**src/icache_pkg.sv**
```systemverilog
package icache_pkg;

  // --------------------------------------------------------------------------
  // Geometry
  // --------------------------------------------------------------------------
  localparam int NUM_SETS   = 16;  // Sets in the cache
  localparam int NUM_WAYS   = 8;   // Ways per set
  localparam int LINE_WORDS = 4;   // Words per line, also beats per burst
  localparam int BURST_LEN  = 3;   // Beats minus one, AXI len encoding

  // Address field positions, byte address
  localparam int WORD_LSB  = 2;    // Two byte bits below are ignored
  localparam int INDEX_LSB = 4;
  localparam int TAG_LSB   = 8;

  // --------------------------------------------------------------------------
  // Width types
  // --------------------------------------------------------------------------
  typedef logic [31:0]  addr_t;      // Byte address
  typedef logic [31:0]  word_t;      // Fetch word
  typedef logic [127:0] line_t;      // One cache line
  typedef logic [23:0]  tag_t;
  typedef logic [3:0]   index_t;     // Set index
  typedef logic [1:0]   word_sel_t;  // Word within line
  typedef logic [2:0]   way_t;
  typedef logic [7:0]   way_mask_t;  // One bit per way

  // Controller states
  typedef enum logic [2:0] {
    IDLE,
    LOOKUP,
    HIT_RESP,
    REFILL,
    FILL,
    MISS_RESP
  } cache_state_e;

  // --------------------------------------------------------------------------
  // Block-to-block bundles
  // --------------------------------------------------------------------------
  typedef struct packed {
    index_t index;
    tag_t   tag;
  } lookup_req_t;

  typedef struct packed {
    logic      hit;
    way_t      way;         // Lowest hitting way
    line_t     line;        // Line held in that way
    way_mask_t valid_mask;  // Valid bits of the addressed set
  } lookup_rsp_t;

  typedef struct packed {
    index_t index;
    tag_t   tag;
    way_t   way;
    line_t  line;
  } fill_t;

  typedef struct packed {
    addr_t      addr;  // Line aligned
    logic [7:0] len;
  } mem_ar_t;

endpackage

```
**src/icache_victim.sv**
```systemverilog
module icache_victim (
  input  logic                    clock,
  input  logic                    reset,
  input  icache_pkg::way_mask_t   valid_mask_i,
  output icache_pkg::way_t        victim_o
);

  import icache_pkg::*;

  logic [7:0] lfsr_q;  // x^8 + x^6 + x^5 + x^4 + 1
  logic       lfsr_fb;
  way_t       free_way;

  assign lfsr_fb = lfsr_q[7] ^ lfsr_q[5] ^ lfsr_q[4] ^ lfsr_q[3];

  always_ff @(posedge clock) begin
    if (reset) begin
      lfsr_q <= 8'h01;                    // Any nonzero seed
    end else begin
      lfsr_q <= {lfsr_q[6:0], lfsr_fb};   // Steps every cycle
    end
  end

  // Lowest invalid way
  always_comb begin
    free_way = '0;
    for (int w = NUM_WAYS - 1; w >= 0; w--) begin
      if (!valid_mask_i[w]) begin
        free_way = way_t'(w);
      end
    end
  end

  // Full set falls back to pseudo-random way
  assign victim_o = (&valid_mask_i) ? way_t'(lfsr_q[2:0]) : free_way;

  a_lfsr_nonzero : assert property (
    @(posedge clock) disable iff (reset) lfsr_q != '0
  );

endmodule

```
**config.mk**
```make
export PLATFORM = sky130hd
export DESIGN_NAME = icache_victim
export DESIGN_NICKNAME = d
export VERILOG_FILES = /design/src/icache_pkg.sv /design/src/icache_victim.sv
export SDC_FILE = /design/constraint.sdc
export NUM_CORES = 1
export LEC_CHECK = 0
export CORE_AREA = 2 2 39 41
export DETAILED_ROUTE_END_ITERATION = 7
export DIE_AREA = 0 0 41 43
export DONT_BUFFER_PORTS = 1
export GPL_TIMING_DRIVEN = 0
export PLACE_DENSITY_LB_ADDON = 0.05
export REMOVE_ABC_BUFFERS = 1
export SLEW_MARGIN = 20
export SYNTH_ARGS = -nofsm -noshare
export SYNTH_HDL_FRONTEND = slang
export SYNTH_SLANG_ARGS = --single-unit
export TNS_END_PERCENT = 20
```
**constraint.sdc**
```tcl
create_clock -name clock -period 1.05 [get_ports clock]
set_input_delay 0.21 -clock clock [delete_from_list [all_inputs] [get_ports clock]]
set_output_delay 0.21 -clock clock [all_outputs]
set_load 0.01 [all_outputs]
```
After elaboration in Yosys (flattened, before gate mapping). Index checks and enable logic that the tools add are counted. W data, S select, Z words.

Latch bits: 0. Memory bits (read-only): 0. Memories: 0. Bits of input ports: 10. Bits in writable memories: 0. Register bits after elaboration: 8. Output and inout bits: 3.

Muxes and demuxes: 9. $mul: 0. Shifts and indexed selects: 0. $lt $le $gt $ge: 0. Equal/unequal tests: 0. Div/mod/pow operators: 0. Bitwise operators: 3. Reductions and logical operators: 1. $add $sub $neg: 0.

Operators by type and width (number): $mux W3 (9); $reduce_and A8 Y1 (1); $xor A1 B1 Y1 (3).

Logic depth before layout (Yosys ltp).
Depth in word-level cells: 9. Gate-level depth with buffers: 4. Depth with buffers taken out: 4.

Least setup slack after synthesis. No wires, ideal clock.

Path kind: input port to output port. Start point: input port valid_mask_i[6]. End point: output port victim_o[0]. Setup slack: 0.097 ns. Stages: 4. Path buffers: 0. Data arrival time: 0.743 ns. Cells stage by stage: inv_1 o21ai_1 a31o_1 a22o_1.

Word-level cells in the longest chain between the ends: 8. Elaborated cells on any way between the ends: 9. Those cells by class: mux: 8; reduce/logical: 1.

RTL lines: from (decl) (RTL line icache_victim.sv:4) `input icache_pkg::way_mask_t valid_mask_i,`; $mux W3 (7 in series) (RTL line icache_victim.sv:28) `if (!valid_mask_i[w]) begin`; $mux W3 (*) (RTL line icache_victim.sv:35) `assign victim_o = (&valid_mask_i) ? way_t'(lfsr_q[2:0]) : free_way;`; to (decl) (RTL line icache_victim.sv:5) `output icache_pkg::way_t victim_o`.

Mark *: on every way between the ends. The rest lies on a longest branch, timed or not.

Final worst setup path.
Start point: register lfsr_q[1]. End point: output port victim_o[1].

Word-level cells in the longest chain between the ends: 1.

RTL lines: from (decl) (RTL line icache_victim.sv:10) `logic [7:0] lfsr_q;`; from (signal assigned) (RTL line icache_victim.sv:20) `lfsr_q <= {lfsr_q[6:0], lfsr_fb};`; $mux W3 (RTL line icache_victim.sv:35).

No other way between the ends.

==> flow_metrics.tcl <==
set metrics [dict create \
    total_power_w 0.000572 \
    fin_worst_skew_ns 0.000827 \
    synthesized_area_per_cell_um2 9.42 \
    hold_viol 0 \
    cts_num_sinks 8 \
    fmax_mhz 911 \
    via_count_of_the_first_global_routing_pass 229 \
    seq_power_share 0.559 \
    postPlaceCellArea_um2 340 \
    buffer_ports.inserted 0 \
    synthesis.instances 34 \
    drt_drc_violations_left 0 \
    placeable_core_region_um2 1380 \
    rows 14 \
    vdd_drop_max_mv 0.352 \
    routabilityCongestion 0.615 \
    nNetsFinal 49 \
    synth.area.top_cells "sky130_fd_sc_hd__dfxtp_1 (50%), sky130_fd_sc_hd__nor2b_1 (14%), sky130_fd_sc_hd__xor2_1 (5.5%), sky130_fd_sc_hd__nand4_1 (3.9%), sky130_fd_sc_hd__nor2_1 (3.5%)" \
    synth-async-reset-ratio 0 \
    max_slew_margin 0.861 \
    dr_total_vias 235 \
    dr.pass1.iters 4 \
    pin_count 13 \
    number_of_flip_flops_in_the_largest_register 8 \
    timing.final.crit_period_ns 1.10 \
    power_density_nw_per_um2 1540 \
    htree_levels 1 \
    timing.max_cap.violations 0 \
    required_ns 0.84 \
    timing.critical_path.to_type "primary output" \
    numCtsBuffers 3 \
    global_route.overflow_total 0 \
    synth-main-ff-cell "sky130_fd_sc_hd__dfxtp_1" \
    clock_path_buffers 2 \
    post-synth-top-area-cell "sky130_fd_sc_hd__dfxtp_1" \
    outcome "finished with violations" \
    hold_path_class "in -> reg" \
    violations "negative setup slack" \
    setup.worst_path.start_class "flop" \
    worst_pin_slew_ns 0.208 \
    grtUsageTotal 0.0786 \
    regMostFlops "lfsr_q" \
    combinational_power_share 0.063 \
    routed_wl_um 554 \
    reg_top3 "lfsr_q (8)" \
    clock_power_share 0.378 \
    worstPathMaxFanout 2 \
    leakage_nw 0.151 \
    syn_area_um2 320 \
    worst-endpoint-arrival_ns 0.89 \
    area_of_the_die_um2 1760 \
    synthDistinctLibCells 15 \
    antenna_found_initial 0 \
    yosys.area.top_type_share 0.500 \
    clkSlewWorstSetupHoldPaths_ns 0.05 \
    final_standard_cell_area_without_fillers_um2 372 \
    die_w_um 41 \
    ys_seq_elements 8 \
    yosys_warnings 0 \
    post-route-worst-setup-slack_ns -0.0479 \
    cts_root_buf "sky130_fd_sc_hd__clkbuf_4" \
    period_share 1.05 \
    tritoncts "built" \
    drive_gt1_frac 0.162 \
    yosysMostFrequentCell "sky130_fd_sc_hd__dfxtp_1" \
    clock_insertion_delay_at_the_later_pin_of_the_skew_report_ns 0.24 \
    power.internal_w 0.000464 \
    setup-violations-final 1 \
    vias_per_cell 4.43 \
    die_h_um 43 \
    count_of_flip_flops_with_a_built_in_enable_after_synthesis 0 \
    synth_sequential_area_ratio 0.500 \
    netlist_top_cells_count "sky130_fd_sc_hd__dfxtp_1 (8), sky130_fd_sc_hd__nor2b_1 (7), sky130_fd_sc_hd__nor2_1 (3)" \
    ant_nets 0 \
    areaGrowthSynthToFinish_pct 16.0 \
    switching_share 0.188 \
    grt_setup_unrepaired "yes" \
    fin_setup_tns_ns -0.0479 \
    grt_start_max_net_pins 9 \
    timing.setup.critical_path_class "reg -> out" \
    antenna-diode-count 0 \
    net-switching-power_w 0.000108 \
    wire_per_inst_um 10.5 \
    timing_max_transition_violations_final 0 \
    dr.first_iter.drc_count 1 \
    cts_hold_buf 0 \
    initial_utilization 0.231 \
    first_pass_grt_wire_length_um 876 \
]
## logic make-up after synthesis
group | Yosys count | synth area share
AO/OA/AOI/OAI | 6 | 0.141
flip-flops | 8 | 0.500
XOR/XNOR | 3 | 0.0820
AND/OR/NAND/NOR | 15 | 0.254
buffers and inverters | 2 | 0.0234
## through the flow
stage	hold WS (ns)	cells	setup WS, ns	util
final	0.0337	53	-0.0479	0.269
after CTS	0.0229	53	-0.0612	0.267
after detailed placement	0.285	50	0.0641	0.246
after global placement	0.283	50	0.0768	0.246
after floorplan	0.282	34	0.0969	-
after global routing	0.00838	53	-0.127	0.269
## cells in the final DEF, fill, tap and decap left out
cell	netlist	layout
sky130_fd_sc_hd__a22o_1	1	1
sky130_fd_sc_hd__a31o_1	1	1
sky130_fd_sc_hd__a31oi_2	0	1
sky130_fd_sc_hd__clkbuf_4	0	3
sky130_fd_sc_hd__dfxtp_1	8	8
sky130_fd_sc_hd__inv_1	2	2
sky130_fd_sc_hd__nand2_1	2	2
sky130_fd_sc_hd__nand2b_1	1	1
sky130_fd_sc_hd__nand4_1	2	2
sky130_fd_sc_hd__nor2_1	3	2
sky130_fd_sc_hd__nor2_2	0	1
sky130_fd_sc_hd__nor2b_1	7	7
sky130_fd_sc_hd__o211ai_1	1	1
sky130_fd_sc_hd__o21ai_1	1	1
sky130_fd_sc_hd__o21ai_2	1	1
sky130_fd_sc_hd__xnor2_1	1	1
sky130_fd_sc_hd__xor2_1	2	2
## final cells by class
cell class              instances  area, um2
flip-flops and latches          8        160
multi-input cells              24        161
well taps                      16       20.0
inverters                       2       7.51
clock buffers                   3       22.5
fillers                       156       1010
## repair_timing
action / 4_1_cts / 5_1_grt
endpoints found under the setup margin: 1 / 2
endpoints found under the hold margin: 0 / 0
gates cloned: 0 / 0
gates resized for setup: 1 / 1
pin swaps: 2 / 0
setup buffers: 0 / 0
## power by group through the flow
stage | clock, W | combinational, W | sequential (W)
2_1_floorplan | 0 | 0.0000308 | 0.000324
3_3_place_gp | 0 | 0.0000334 | 0.000327
3_5_place_dp | 0 | 0.0000340 | 0.000326
4_1_cts | 0.000233 | 0.0000359 | 0.000320
5_1_grt | 0.000251 | 0.0000407 | 0.000321
6_report | 0.000216 | 0.0000360 | 0.000320
## worst max-delay path: stages (launching register included)
cell and delay, ns:
sky130_fd_sc_hd__dfxtp_1 0.30, sky130_fd_sc_hd__o211ai_1 0.20, sky130_fd_sc_hd__a31oi_2 0.15
## routing by layer
metal,global-route usage,vias to the layer above,share of wire
met5,0,-,0
met4,0.0800,0,0.0072
met3,0.0366,2,0.11
met2,0.0969,9,0.44
met1,0.0912,103,0.44
li1,-,121,-
## final timing paths
path / start / slack, ns / end / depth (start not counted)
worst min register to register: lfsr_q[6] / 0.45 / lfsr_q[7] / 1
worst max register to register: lfsr_q[3] / 0.24 / lfsr_q[0] / 3
worst max-delay path: lfsr_q[1] / -0.05 / victim_o[1] / 2
worst min-delay path: reset / 0.03 / lfsr_q[5] / 1
Power figures use the tool's default switching activity.
