$ cat src/icache_pkg.sv
package icache_pkg;

  // --------------------------------------------------------------------------
  // Geometry
  // --------------------------------------------------------------------------
  localparam int NUM_SETS   = 16;  // Sets in the cache
  localparam int NUM_WAYS   = 8;   // Ways per set
  localparam int LINE_WORDS = 4;   // Words per line, also beats per burst
  localparam int BURST_LEN  = 3;   // Beats minus one, AXI len encoding

  // Address field positions, byte address
  localparam int WORD_LSB  = 2;    // Two byte bits below are ignored
  localparam int INDEX_LSB = 4;
  localparam int TAG_LSB   = 8;

  // --------------------------------------------------------------------------
  // Width types
  // --------------------------------------------------------------------------
  typedef logic [31:0]  addr_t;      // Byte address
  typedef logic [31:0]  word_t;      // Fetch word
  typedef logic [127:0] line_t;      // One cache line
  typedef logic [23:0]  tag_t;
  typedef logic [3:0]   index_t;     // Set index
  typedef logic [1:0]   word_sel_t;  // Word within line
  typedef logic [2:0]   way_t;
  typedef logic [7:0]   way_mask_t;  // One bit per way

  // Controller states
  typedef enum logic [2:0] {
    IDLE,
    LOOKUP,
    HIT_RESP,
    REFILL,
    FILL,
    MISS_RESP
  } cache_state_e;

  // --------------------------------------------------------------------------
  // Block-to-block bundles
  // --------------------------------------------------------------------------
  typedef struct packed {
    index_t index;
    tag_t   tag;
  } lookup_req_t;

  typedef struct packed {
    logic      hit;
    way_t      way;         // Lowest hitting way
    line_t     line;        // Line held in that way
    way_mask_t valid_mask;  // Valid bits of the addressed set
  } lookup_rsp_t;

  typedef struct packed {
    index_t index;
    tag_t   tag;
    way_t   way;
    line_t  line;
  } fill_t;

  typedef struct packed {
    addr_t      addr;  // Line aligned
    logic [7:0] len;
  } mem_ar_t;

endpackage

$ cat src/icache_refill.sv
module icache_refill (
  input  logic                  clock,
  input  logic                  reset,
  input  logic                  start_i,
  input  icache_pkg::addr_t     addr_i,
  output logic                  mem_arvalid_o,
  input  logic                  mem_arready_i,
  output icache_pkg::mem_ar_t   mem_ar_o,
  input  logic                  mem_rvalid_i,
  input  icache_pkg::word_t     mem_rdata_i,
  input  logic                  mem_rlast_i,
  output logic                  mem_rready_o,
  output logic                  done_o,
  output icache_pkg::line_t     line_o
);

  import icache_pkg::*;

  logic      arvalid_q;
  logic      rready_q;
  logic      done_q;
  mem_ar_t   ar_q;       // Held until accepted
  word_sel_t beat_cnt_q; // Next word slot
  line_t     line_q;
  logic      beat;

  assign beat = mem_rvalid_i && rready_q;

  // --------------------------------------------------------------------------
  // Burst control
  // --------------------------------------------------------------------------
  always_ff @(posedge clock) begin
    if (reset) begin
      arvalid_q  <= 1'b0;
      rready_q   <= 1'b0;
      done_q     <= 1'b0;
      beat_cnt_q <= '0;
    end else begin
      done_q <= 1'b0;                       // Single cycle pulse
      if (start_i) begin
        arvalid_q  <= 1'b1;
        beat_cnt_q <= '0;
      end else if (arvalid_q && mem_arready_i) begin
        arvalid_q <= 1'b0;
        rready_q  <= 1'b1;                  // Data phase opens
      end
      if (beat) begin
        beat_cnt_q <= beat_cnt_q + 1'b1;
        if (mem_rlast_i) begin
          rready_q <= 1'b0;
          done_q   <= 1'b1;
        end
      end
    end
  end

  // Address and line payload
  always_ff @(posedge clock) begin
    if (start_i) begin
      ar_q.addr <= {addr_i[$bits(addr_t)-1:INDEX_LSB], {INDEX_LSB{1'b0}}};
      ar_q.len  <= 8'(BURST_LEN);
    end
    if (beat) begin
      line_q[beat_cnt_q * $bits(word_t) +: $bits(word_t)] <= mem_rdata_i;  // Word 0 first
    end
  end

  assign mem_arvalid_o = arvalid_q;
  assign mem_ar_o      = ar_q;
  assign mem_rready_o  = rready_q;
  assign done_o        = done_q;
  assign line_o        = line_q;

  // Memory side must honour the burst length it was given
  a_last_beat : assert property (
    @(posedge clock) disable iff (reset)
    beat |-> (mem_rlast_i == (beat_cnt_q == word_sel_t'(LINE_WORDS - 1)))
  );

  a_no_overlap : assert property (
    @(posedge clock) disable iff (reset) start_i |-> !(arvalid_q || rready_q)
  );

endmodule

$ cat config.mk
export PLATFORM = sky130hd
export DESIGN_NAME = icache_refill
export DESIGN_NICKNAME = d
export VERILOG_FILES = /design/src/icache_pkg.sv /design/src/icache_refill.sv
export SDC_FILE = /design/constraint.sdc
export NUM_CORES = 1
export LEC_CHECK = 0
export ABC_CLOCK_PERIOD_IN_PS = 5710
export CAP_MARGIN = 25
export CORE_ASPECT_RATIO = 0.7
export CORE_MARGIN = 2
export CORE_UTILIZATION = 55
export CTS_CLUSTER_DIAMETER = 80
export DETAILED_ROUTE_END_ITERATION = 12
export DONT_BUFFER_PORTS = 1
export GPL_TIMING_DRIVEN = 1
export PLACE_DENSITY = 0.7
export SLEW_MARGIN = 10
export SYNTH_ARGS = -nofsm -noshare
export SYNTH_HDL_FRONTEND = slang
export SYNTH_SLANG_ARGS = --single-unit
$ cat constraint.sdc
create_clock -name clock -period 5.71 [get_ports clock]
set_input_delay 0.2855 -clock clock [delete_from_list [all_inputs] [get_ports clock]]
set_output_delay 0.2855 -clock clock [all_outputs]
set_load 0.02 [all_outputs]
# --- Word level (Yosys, flattened, before mapping) ---
# Index checks and enable logic that the tools add are counted.
totals:
  word_cells: 26
  out_inout_bits: 171
  register_bits: 161
classes:
  bitwise: 1
  add_sub_neg: 2
  shifts: 2
  n_reduce_logical: 5
  mux: 10
op_table:
  columns: ["operator", "count"]
  rows:
  - ["128-bit bitwise mux", 1]
  - ["32-bit by 34-bit variable shift with 128-bit output, first input constant", 1]
  - ["32-bit by 34-bit variable part select with 128-bit output", 1]
  - ["7-bit negator with 34-bit output", 1]
  - ["1-bit 2-to-1 mux", 7]
  - ["2-bit 2-to-1 mux", 2]
  - ["2-bit nonzero test", 2]
  - ["2-bit by 1-bit adder with 2-bit output, second input constant", 1]
  - ["1-bit logical AND", 2]
  - ["2-bit OR reduction", 1]
  - ["1-bit NOT", 1]

# --- Depth between registers and ports, before layout ---
depth:
  word_depth: 5
  depth_mapped: 5
  ltp_nobuf: 4

# --- Worst setup path before layout ---
# OpenSTA, ideal clock, no wires.
synth_path:
  kind: "flip-flop to flip-flop"
  from: "register, netlist name beat_cnt_q[0]"
  to: "register line_q[0], in the netlist line_o[0] (enable)"
  slack_ns: 3.552
  t_required_ns: 5.318
  synth_period_minus_slack_ns: 2.158
  stages_incl_launch_ff: 4
  t_arrival_ns: 1.766
  setup_ns: 0.392
  path_cell_list: "dfxtp_1 -> inv_2 -> ha_1 -> and3_1"
synth_rtl:
  columns: ["element", "line", "source"]
  rows:
  - ["end signal: indexed assignment", "icache_refill.sv:64", "line_q[beat_cnt_q * $bits(word_t) +: $bits(word_t)] <= mem_rdata_i;"]
  - ["end: declaration", "icache_refill.sv:24", "line_t line_q;"]

# --- Worst setup path in the final report ---
layout_path:
  from: "register beat_cnt_q[0]"
  to: "register line_q[84], in the netlist line_o[84], data pin"
layout_via:
  elab_chain_len: 3
layout_rtl:
  columns: ["element", "line", "source"]
  rows:
  - ["start: declaration", "icache_refill.sv:23", "word_sel_t beat_cnt_q;"]
  - ["start signal: assignment", "icache_refill.sv:48", "beat_cnt_q <= beat_cnt_q + 1'b1;"]
  - ["7-bit negator with 34-bit output (*)", "icache_refill.sv:64", null]
  - ["32-bit by 34-bit variable part select with 128-bit output / 32-bit by 34-bit variable shift with 128-bit output (equally long branches)", "icache_refill.sv:64", null]
  - ["128-bit bitwise mux (*)", "icache_refill.sv:64", null]
# Mark *: on every way between the ends. The rest lies on a longest branch, timed or not.
# A chain may end at the register's enable or synchronous reset.

==> impl_metrics.yaml <==
sta:
  rsz0062_at_grt: "false"
  tns_ns: 0
  setup_ws_ns: 3.13
  max_clock_freq_mhz: 388
  worst_pin_slew_ns: 0.905
  setup_viol: 0
  finalHoldViolCount: 0
  slew_headroom_pct: 39.7
  fin_worst_skew_ns: 0.00794
  period_share_pct: 45.2
  drv_slew: 0
  final_period_minus_worst_setup_slack_ns: 2.58
global_routing:
  grt_pass1_wl_um: 18100
  grt_util_all_layers_pct: 21.1
  grt_overflow_total: 0
  grt_max_degree: 33
  grt_pass1_vias: 2943
  grt_antenna_before_repair: 0
drt:
  wire_per_inst_um: 22.5
  antenna_left: 0
  vias: 2934
  wl_met1_um: 4910
  wl_um: 12400
  drt_iter0_markers: 201
  wl_met3_um: 1220
  drtPass1Iterations: 4
  route.detailed.drc: 0
  viasPerCell: 5.34
  wl_met2_um: 6050
  highest_layer: "met4"
setup_path:
  crit_path_max_incr_delay_ns: 0.77
  slowest_stage: "nor4b_4"
  cp_data_required_time_ns: 5.97
  crit_start: "beat_cnt_q[0]"
  crit_family: "simple AND/OR/NAND/NOR gates"
  worstSetupEndpointType: "register"
  arrival_ns: 2.84
  cp_max_fo: 17
  r2r_start: "beat_cnt_q[0]"
  critPathKind: "reg -> reg"
  crit_buf_inv: 2
  path_cells: "inv_2 -> ha_1 -> nor4b_4 -> buf_4 -> and2_1"
  cp-start-kind: "register"
synth:
  synth-compound-area-share_pct: 0.496
  syn_area_um2: 6060
  syn_area_per_cell_um2: 17.6
  muxShareOfSynthArea_pct: 0
  synth_top_area_share_pct: 77.3
  synth_seq_area_share_pct: 79.0
  synth-adder-area-share_pct: 1.03
  synth_top_family_by_area: "simple AND/OR/NAND/NOR gates"
  synthXorXnorAreaFrac_pct: 0
  ys_ff_latch: 161
  yosys-top-cells-area: "edfxtp_1 77%, and2_1 13%, buf_6 1.7%"
  yosysUniqueCellTypes: 25
  synth-warning-count: 0
  synthSimpleGateAreaFrac_pct: 15.7
  synth_top_area_cell: "edfxtp_1"
  netlist_instances: 344
min_path:
  min_from: "mem_rlast_i"
  min_path_type: "in -> reg"
power:
  power_density_nw_per_um2: 347
  finalPower_mw: 2.42
  p_leak_nw: 2.35
  ir_drop_v: 0.000194
cts:
  numCtsBuffers: 17
  cts_resized: 0
  clkTransAtPathRegs_ns: 0.06
  cts_tree: "done"
  post_cts_buffers: 0
  cts_max_level: 4
  clock_latency_ns: 0.40
  cts.hold.buffers_added: 32
  root_buffer: "clkbuf_16"
  cts_num_sinks: 161
  clockBufferDepth: 2
run_status:
  status: "complete, no violations"
final_layout:
  n_antenna_cell: 0
  final_area_um2: 6980
  final_layout_size_suffix_gt1_share_pct: 11.4
  syn2layout_area_growth_pct: 15.3
  num-nets-final: 458
  final_cell_mix: "156 x edfxtp_1, 124 x and2_1, 31 x dlygate4sd3_1"
  finish.utilization_pct: 64.1
  mostFrequentLayoutCell: "edfxtp_1"
floorplan:
  die_width_um: 129
  die_h_um: 91.8
  io_pins: 241
  num_rows: 32
  core_um2: 10900
  die_area_um2: 11900
  start_util_pct: 55.6
placement:
  hpwl_um: 7680
  placed_area_um2: 6120
  place_ws_ns: 3.12
  io_buffers: 0
  gp_congestion: 0.719
job:
  drv_cap: 0
## routing by layer
| layer | up-vias | global-route usage (%) |
|---|---|---|
| li1 | 1281 | - |
| met1 | 1482 | 27.5 |
| met2 | 154 | 32.6 |
| met3 | 17 | 8.40 |
| met4 | 0 | 6.99 |
| met5 | - | 0 |
## logic make-up after synthesis
| group | count (synthesis) |
|---|---|
| and+or+nand+nor | 143 |
| DFF | 161 |
| AOI/OAI and AO/OA | 5 |
| other | 2 |
| adders and majority gates | 5 |
| buffers and inverters | 28 |
## state kept, by name, indices dropped and copies added (netlist names)
register / flops
beat_cnt_q: 2
done_o: 1
line_o: 128
mem_ar_o: 28
mem_arvalid_o: 1
mem_rready_o: 1
## worst paths after layout
| path | to | slack, ns | cells after the start |
|---|---|---|---|
| min | done_o | 0.04 | 1 |
| max | line_o[84] | 3.13 | 5 |
| max reg2reg | line_o[84] | 3.13 | 5 |
| min reg2reg | beat_cnt_q[1] | 0.54 | 2 |
## per-stage QoR
stage,hold WS (ns),instances
final,0.0431,549
after global routing,0.0299,549
after CTS,0.0276,549
after detailed placement,0.358,485
after global placement,0.358,483
after floorplan,0.355,354
## cell usage after synthesis (all sizes together)
library cell  instances
a31oi                 1
nand2b                1
nand3                 4
nand2                 1
clkbuf                4
a311oi                1
conb                  2
a21oi                 3
and4bb                1
edfxtp              156
dfxtp                 5
nor3                  1
ha                    5
inv                   3
buf                  21
nor3b                 2
and3                  4
and3b                 4
and2                124
nor4b                 1
## where the power goes
part | internal, mW | leakage [nW] | switching, mW
logic | 0.0274 | 0.687 | 0.0285
registers | 1.31 | 1.42 | 0.0358
clock network | 0.563 | 0.243 | 0.456
total | 1.90 | 2.35 | 0.520
## final cells by class
cell class / instances / area (µm²)
multi-input combinational: 165 / 1090
clock buffer: 19 / 433
inverter: 3 / 11.3
sequential: 161 / 4780
timing repair buffer: 35 / 368
tap: 153 / 191
clock inverter: 13 / 103
fill: 776 / 3910
Power figures use the tool's default switching activity.
