===== src/icache_pkg.sv =====
package icache_pkg;

  // --------------------------------------------------------------------------
  // Geometry
  // --------------------------------------------------------------------------
  localparam int NUM_SETS   = 16;  // Sets in the cache
  localparam int NUM_WAYS   = 8;   // Ways per set
  localparam int LINE_WORDS = 4;   // Words per line, also beats per burst
  localparam int BURST_LEN  = 3;   // Beats minus one, AXI len encoding

  // Address field positions, byte address
  localparam int WORD_LSB  = 2;    // Two byte bits below are ignored
  localparam int INDEX_LSB = 4;
  localparam int TAG_LSB   = 8;

  // --------------------------------------------------------------------------
  // Width types
  // --------------------------------------------------------------------------
  typedef logic [31:0]  addr_t;      // Byte address
  typedef logic [31:0]  word_t;      // Fetch word
  typedef logic [127:0] line_t;      // One cache line
  typedef logic [23:0]  tag_t;
  typedef logic [3:0]   index_t;     // Set index
  typedef logic [1:0]   word_sel_t;  // Word within line
  typedef logic [2:0]   way_t;
  typedef logic [7:0]   way_mask_t;  // One bit per way

  // Controller states
  typedef enum logic [2:0] {
    IDLE,
    LOOKUP,
    HIT_RESP,
    REFILL,
    FILL,
    MISS_RESP
  } cache_state_e;

  // --------------------------------------------------------------------------
  // Block-to-block bundles
  // --------------------------------------------------------------------------
  typedef struct packed {
    index_t index;
    tag_t   tag;
  } lookup_req_t;

  typedef struct packed {
    logic      hit;
    way_t      way;         // Lowest hitting way
    line_t     line;        // Line held in that way
    way_mask_t valid_mask;  // Valid bits of the addressed set
  } lookup_rsp_t;

  typedef struct packed {
    index_t index;
    tag_t   tag;
    way_t   way;
    line_t  line;
  } fill_t;

  typedef struct packed {
    addr_t      addr;  // Line aligned
    logic [7:0] len;
  } mem_ar_t;

endpackage


===== src/icache_ctrl.sv =====
module icache_ctrl (
  input  logic                      clock,
  input  logic                      reset,
  input  logic                      arvalid_i,
  input  icache_pkg::addr_t         araddr_i,
  output logic                      arready_o,
  output logic                      rvalid_o,
  output icache_pkg::word_t         rdata_o,
  input  logic                      rready_i,
  output icache_pkg::lookup_req_t   lookup_req_o,
  input  icache_pkg::lookup_rsp_t   lookup_rsp_i,
  input  icache_pkg::way_t          victim_i,
  output logic                      refill_start_o,
  output icache_pkg::addr_t         refill_addr_o,
  input  logic                      refill_done_i,
  input  icache_pkg::line_t         refill_line_i,
  output logic                      fill_valid_o,
  output icache_pkg::fill_t         fill_o,
  output logic                      lookup_o,
  output logic                      hit_o
);

  import icache_pkg::*;

  cache_state_e state_q, state_d;
  addr_t        addr_q;     // Accepted request
  line_t        rbuf_q;     // Response line buffer
  way_t         victim_q;
  word_sel_t    word_sel;
  index_t       index;
  tag_t         tag;

  assign word_sel = addr_q[WORD_LSB +: $bits(word_sel_t)];
  assign index    = addr_q[INDEX_LSB +: $bits(index_t)];
  assign tag      = addr_q[TAG_LSB +: $bits(tag_t)];

  // --------------------------------------------------------------------------
  // State machine
  // --------------------------------------------------------------------------
  always_comb begin
    state_d = state_q;
    case (state_q)
      IDLE:      if (arvalid_i) state_d = LOOKUP;
      LOOKUP:    state_d = lookup_rsp_i.hit ? HIT_RESP : REFILL;
      HIT_RESP:  if (rready_i) state_d = IDLE;
      REFILL:    if (refill_done_i) state_d = FILL;
      FILL:      state_d = MISS_RESP;          // Line written this cycle
      MISS_RESP: if (rready_i) state_d = IDLE;
      default:   state_d = IDLE;
    endcase
  end

  always_ff @(posedge clock) begin
    if (reset) begin
      state_q <= IDLE;
    end else begin
      state_q <= state_d;
    end
  end

  // Address, victim and response line
  always_ff @(posedge clock) begin
    if (state_q == IDLE && arvalid_i) begin
      addr_q <= araddr_i;
    end
    if (state_q == LOOKUP) begin
      victim_q <= victim_i;                    // Chosen before any refill
      if (lookup_rsp_i.hit) begin
        rbuf_q <= lookup_rsp_i.line;
      end
    end
    if (state_q == REFILL && refill_done_i) begin
      rbuf_q <= refill_line_i;
    end
  end

  // --------------------------------------------------------------------------
  // Outputs
  // --------------------------------------------------------------------------
  assign arready_o = (state_q == IDLE);
  assign rvalid_o  = (state_q == HIT_RESP) || (state_q == MISS_RESP);
  assign rdata_o   = rbuf_q[word_sel * $bits(word_t) +: $bits(word_t)];

  assign lookup_req_o.index = index;
  assign lookup_req_o.tag   = tag;

  assign refill_start_o = (state_q == LOOKUP) && !lookup_rsp_i.hit;
  assign refill_addr_o  = addr_q;              // Aligned by refill master

  assign fill_valid_o = (state_q == FILL);
  assign fill_o.index = index;
  assign fill_o.tag   = tag;
  assign fill_o.way   = victim_q;
  assign fill_o.line  = rbuf_q;

  // Performance strobes
  assign lookup_o = (state_q == LOOKUP);
  assign hit_o    = (state_q == LOOKUP) && lookup_rsp_i.hit;

  // Core sees a stable word under back-pressure
  a_rdata_stable : assert property (
    @(posedge clock) disable iff (reset)
    rvalid_o && !rready_i |=> rvalid_o && $stable(rdata_o)
  );

endmodule


===== config.mk =====
export PLATFORM = sky130hd
export DESIGN_NAME = icache_ctrl
export DESIGN_NICKNAME = d
export VERILOG_FILES = /design/src/icache_pkg.sv /design/src/icache_ctrl.sv
export SDC_FILE = /design/constraint.sdc
export NUM_CORES = 1
export LEC_CHECK = 0
export ABC_CLOCK_PERIOD_IN_PS = 7700
export BUFFER_PORTS_ARGS = -buffer_cell sky130_fd_sc_hd__buf_2
export CAP_MARGIN = 10
export CORE_AREA = 3 3 221 223
export CTS_BUF_LIST = sky130_fd_sc_hd__clkbuf_8
export CTS_CLUSTER_SIZE = 25
export DETAILED_ROUTE_END_ITERATION = 10
export DIE_AREA = 0 0 224 226
export GPL_TIMING_DRIVEN = 0
export HOLD_SLACK_MARGIN = 0.06
export PLACE_DENSITY = 0.37
export RECOVER_POWER = 50
export SLEW_MARGIN = 20
export SYNTH_ARGS = -nofsm -noshare
export SYNTH_HDL_FRONTEND = slang
export SYNTH_SLANG_ARGS = --single-unit

===== constraint.sdc =====
create_clock -name clock -period 7.7 [get_ports clock]
set_input_delay 0.77 -clock clock [delete_from_list [all_inputs] [get_ports clock]]
set_output_delay 0.77 -clock clock [all_outputs]
set_load 0.03 [all_outputs]

* Yosys cells after proc, flatten, opt, wreduce, memory -nomap -nowiden
Index checks and enable logic that the tools add are counted.
Operators by class: equal/unequal tests 8, shift-type cells 1, mux-type cells 8, reductions and logical operators 12
Operators with widths (count):
- two-way mux 128 bit | 3
- variable part select 128 x 8 -> 32 bit | 1
- case mux 3 bit (5 select lines) | 1
- two-way mux 3 bit | 3
- == test 3 x 2 -> 1 bit, second input constant | 2
- == test 3 bit, second input constant | 2
- logical AND 1 bit | 4
- != test 2 bit, second input constant | 2
- nonzero test 2 bit | 2
- == test 3 x 1 -> 1 bit, second input constant | 1
- logical NOT 3 bit | 1
- AND reduction 3 bit | 1
- != test 2 x 1 -> 1 bit, second input constant | 1
- AND reduction 2 bit | 1
- OR reduction 2 bit | 1
- logical NOT 1 bit | 1
- logical OR 1 bit | 1
- two-way mux 1 bit | 1
Word-level totals: register bits 166

* Depth between registers and ports, before layout
depth after elaboration 4, gate-level depth with buffers 4, depth with buffers taken out 4

* Worst setup path before layout
No wires, ideal clock.
path type flip-flop to flip-flop, start register state_q[0], end register rbuf_q[0] (enable), library setup time 0.492 ns, arrival 4.537 ns, data required time 7.208 ns, path slack 2.671 ns, cell stages (with the launch flop) 5, path buffers 1, period minus slack after synthesis 5.029 ns, cells stage by stage dfxtp_1 buf_2 nor3b_1 nand2_1 nand2_1
Between the ends: elaborated cells on any way between the ends 6, those cells by class eq/ne: 2; reduce/logical: 4
RTL lines:
- from (decl) | line icache_ctrl.sv:25 | cache_state_e state_q, state_d;
- from (signal assigned) | line icache_ctrl.sv:57 | state_q <= state_d;
- == test 3 x 1 -> 1 bit
- named net lookup_o | line icache_ctrl.sv:19 | output logic lookup_o,
- nonzero test 2 bit (no line)
- AND reduction 2 bit (no line)
- to (signal assigned) | line icache_ctrl.sv:69 | rbuf_q <= lookup_rsp_i.line;
- to (signal assigned) | line icache_ctrl.sv:73 | rbuf_q <= refill_line_i;
- to (decl) | line icache_ctrl.sv:27 | line_t rbuf_q;
The timed path passes the listed nets, and every way through them passes these cells. A chain may end at the register's enable or synchronous reset.

* Worst setup path after layout
start register addr_q[3] (netlist: refill_addr_o[3]), end output port rdata_o[23]
Between the ends: longest elaborated chain between the ends 1
RTL lines:
- from (decl) | line icache_ctrl.sv:26 | addr_t addr_q;
- from (signal assigned) | line icache_ctrl.sv:64 | addr_q <= araddr_i;
- variable part select 128 x 8 -> 32 bit | line icache_ctrl.sv:82 | assign rdata_o = rbuf_q[word_sel * $bits(word_t) +: $bits(word_t)];
- to (decl) | line icache_ctrl.sv:8 | output icache_pkg::word_t rdata_o,
Every way passes these cells.

==> impl_metrics.yaml <==
outcome:
  outcome: "complete, but fails checks"
  violations: "max-capacitance violations, max-slew violations"
logic_synthesis:
  synth_area_sq_um: 7890
  synth_cells: 433
  synth.most_common_cell: "edfxtp_1"
  yosysWarnings: 0
  avgSynthCellArea_sq_um: 18.2
  yosysUniqueCellTypes: 27
  ys_top_cells_by_count: "163 x edfxtp_1, 98 x mux2_1, 57 x buf_4"
  ys_seq_area_share_pct: 62.8
  synth_top_cell_area_share_pct: 62.0
  ys_top_cells_by_area: "edfxtp_1 62%, mux2_1 14%, mux4_2 9.1%, buf_4 5.4%, mux2_2 4.4%"
  async_reset_ff_share_pct: 0
  synth_nets: 741
  ys_ff_latch: 166
  synth_edf_count: 163
  synthFlopType: "edfxtp_1"
  yosys.area.top_type: "edfxtp_1"
clock_tree:
  path_clk_slew_ns: 0.10
  cts_tree: "done"
  clock_sinks: 166
  cts_hold_buffers: 0
  clk_latency_ns: 0.53
  root_buffer: "clkbuf_8"
  post_cts_buffers: 0
  htree_num_levels: 4
  cts-buffers-inserted: 17
  ctsResizeCount: 0
  cts_buffer_depth: 2
final_layout:
  fin_cells: 1629
  fin_nets: 1316
  drive_gt1_share_pct: 59.9
  n_fill_cell: 5026
  area_delta_synth_final_pct: 48.2
  fin_area_sq_um: 11700
global_route:
  grt_overflow: 0
  grt_pass1_wl_microns: 45500
  grt_max_degree: 51
  grt_pass1_vias: 6532
  grt_antenna_before_repair: 8
  grtUsageTotal_pct: 12.7
die:
  ioPinCount: 565
  start_util_pct: 16.9
  die_w_microns: 224
  fp.dieH_microns: 226
  coreArea_sq_um: 46800
  num_rows: 79
  die_area_sq_um: 50600
pwr:
  power_density_nw_per_um2: 217
  leakagePower_nw: 4.79
  ir_drop_mv: 0.0880
routing:
  drtAntennaViolNets: 0
  viasPerCell: 3.76
  num_vias: 6125
  drcViolationCount: 0
  drt-total-wl_microns: 33000
  drtIter0Drc: 252
  drt_first_pass_iters: 4
  routedWlPerCell_microns: 20.3
hold_path:
  min_path_cells: 1
  worst_hold_startpoint: "araddr_i[7]"
  hold_path_end: "refill_addr_o[7]"
  hp-class: "input port to flop"
timing:
  finalHoldViolCount: 0
  rsz0062_at_grt: "false"
  relSlewSlack_pct: -10.5
  worstMarginPinSlew_ns: 1.66
  clock.fmax_mhz: 302
  tns_ns: 0
  hold_ws_ns: 0.404
  fin_crit_sh_pct: 42.9
  finalSetupViolCount: 0
  skew_ns: 0.00887
  drv_slew: 30
  period_minus_slack_ns: 3.31
place:
  place_inst: 1596
  port_buffers: 553
  hpwl_microns: 26900
  placed_area_sq_um: 11500
  gp_congestion: 0.756
worst_setup_path:
  worst-path-max-fanout: 10
  cp.arrival_ns: 2.54
  reg2reg_slack_ns: 4.64
  required_ns: 6.93
  reg2reg_depth: 5
  cp-end-kind: "output pin"
  r2r_start: "state_q[0]"
  critPathLaunch: "refill_addr_o[3]"
  worstSetupPathType: "flop to output pin"
  critPathLaunchType: "flop"
  r2r-end: "rbuf_q[97]"
job:
  cap_violations: 1
[stage by stage]
step           power (mW)  utilization [%]  setup slack [ns]
2_1_floorplan        1.62                -              2.67
3_3_place_gp         1.91             24.4              1.02
3_5_place_dp         1.90             24.6              4.84
4_1_cts              2.61             25.5              4.18
5_1_grt              2.66             25.0              4.12
6_report             2.54             25.0              4.39
[worst max-delay path: stages, from the launching register on]
cell and delay [ns]:
edfxtp_1 0.61, buf_1 0.75, mux4_2 0.44, buf_2 0.20
[layout make-up]
| cell class | instances | area, sq um | share of cell area, % |
|---|---|---|---|
| repair buffers | 556 | 2710 | 23.2 |
| clock inverters | 15 | 180 | 1.54 |
| multi-input cells | 186 | 2330 | 20.0 |
| well taps | 607 | 759 | 6.49 |
| diodes | 1 | 2.50 | 0.0214 |
| inverters | 1 | 3.75 | 0.0321 |
| clock buffers | 17 | 234 | 2.00 |
| flip-flops and latches | 166 | 4950 | 42.4 |
| plain buffers | 80 | 517 | 4.42 |
[flip-flops by register name, indices dropped and copies added (netlist names)]
| name | cells |
|---|---|
| refill_addr_o | 32 |
| state_q | 3 |
| rbuf_q | 128 |
| victim_q | 3 |
[kinds of logic after synthesis]
family | Yosys count | synth area share (%)
DFF | 166 | 62.8
AOI/OAI and AO/OA | 7 | 0.539
buffers and inverters | 81 | 7.66
and+or+nand+nor | 18 | 1.47
muxes | 161 | 27.5
[per-layer routing]
layer  vias up  track usage [%]  wire length [microns]
met2       313             23.0                  17300
met4        10             4.15                    501
met3        37             5.07                   2870
li1       2800                -                      -
met5         -                0                     62
met1      2965             13.6                  12300
[worst max path at each step]
stage / endpoint / slack (ns) / cells past startpoint
floorplan: rbuf_q[0] / 2.67 / 4
global placement: rbuf_q[108] / 1.02 / 5
detailed placement: rdata_o[23] / 4.84 / 3
CTS: rdata_o[23] / 4.18 / 3
global route: hit_o / 4.12 / 5
finish: rdata_o[23] / 4.39 / 3
[placed cells by master, fill, tap and decap left out, types with 2 or more instances in the layout]
cell type	instances
nand2_1	4
clkbuf_8	17
clkinv_4	3
clkbuf_1	109
dfxtp_1	3
mux4_2	32
o21ai_0	2
buf_2	466
buf_1	3
buf_16	2
clkinvlp_4	5
buf_4	56
bufinv_16	3
mux2_2	23
inv_6	2
nor3_1	2
mux2_1	106
edfxtp_1	163
nor3b_1	3
a21oi_1	2
[power by group]
part           leakage [nW]  total, mW  switching, mW  internal, mW
clock                 0.192      0.690          0.369         0.321
combinational          3.06      0.708          0.463         0.245
sequential             1.53       1.14         0.0455          1.10
(Power assumes the default switching activity.)
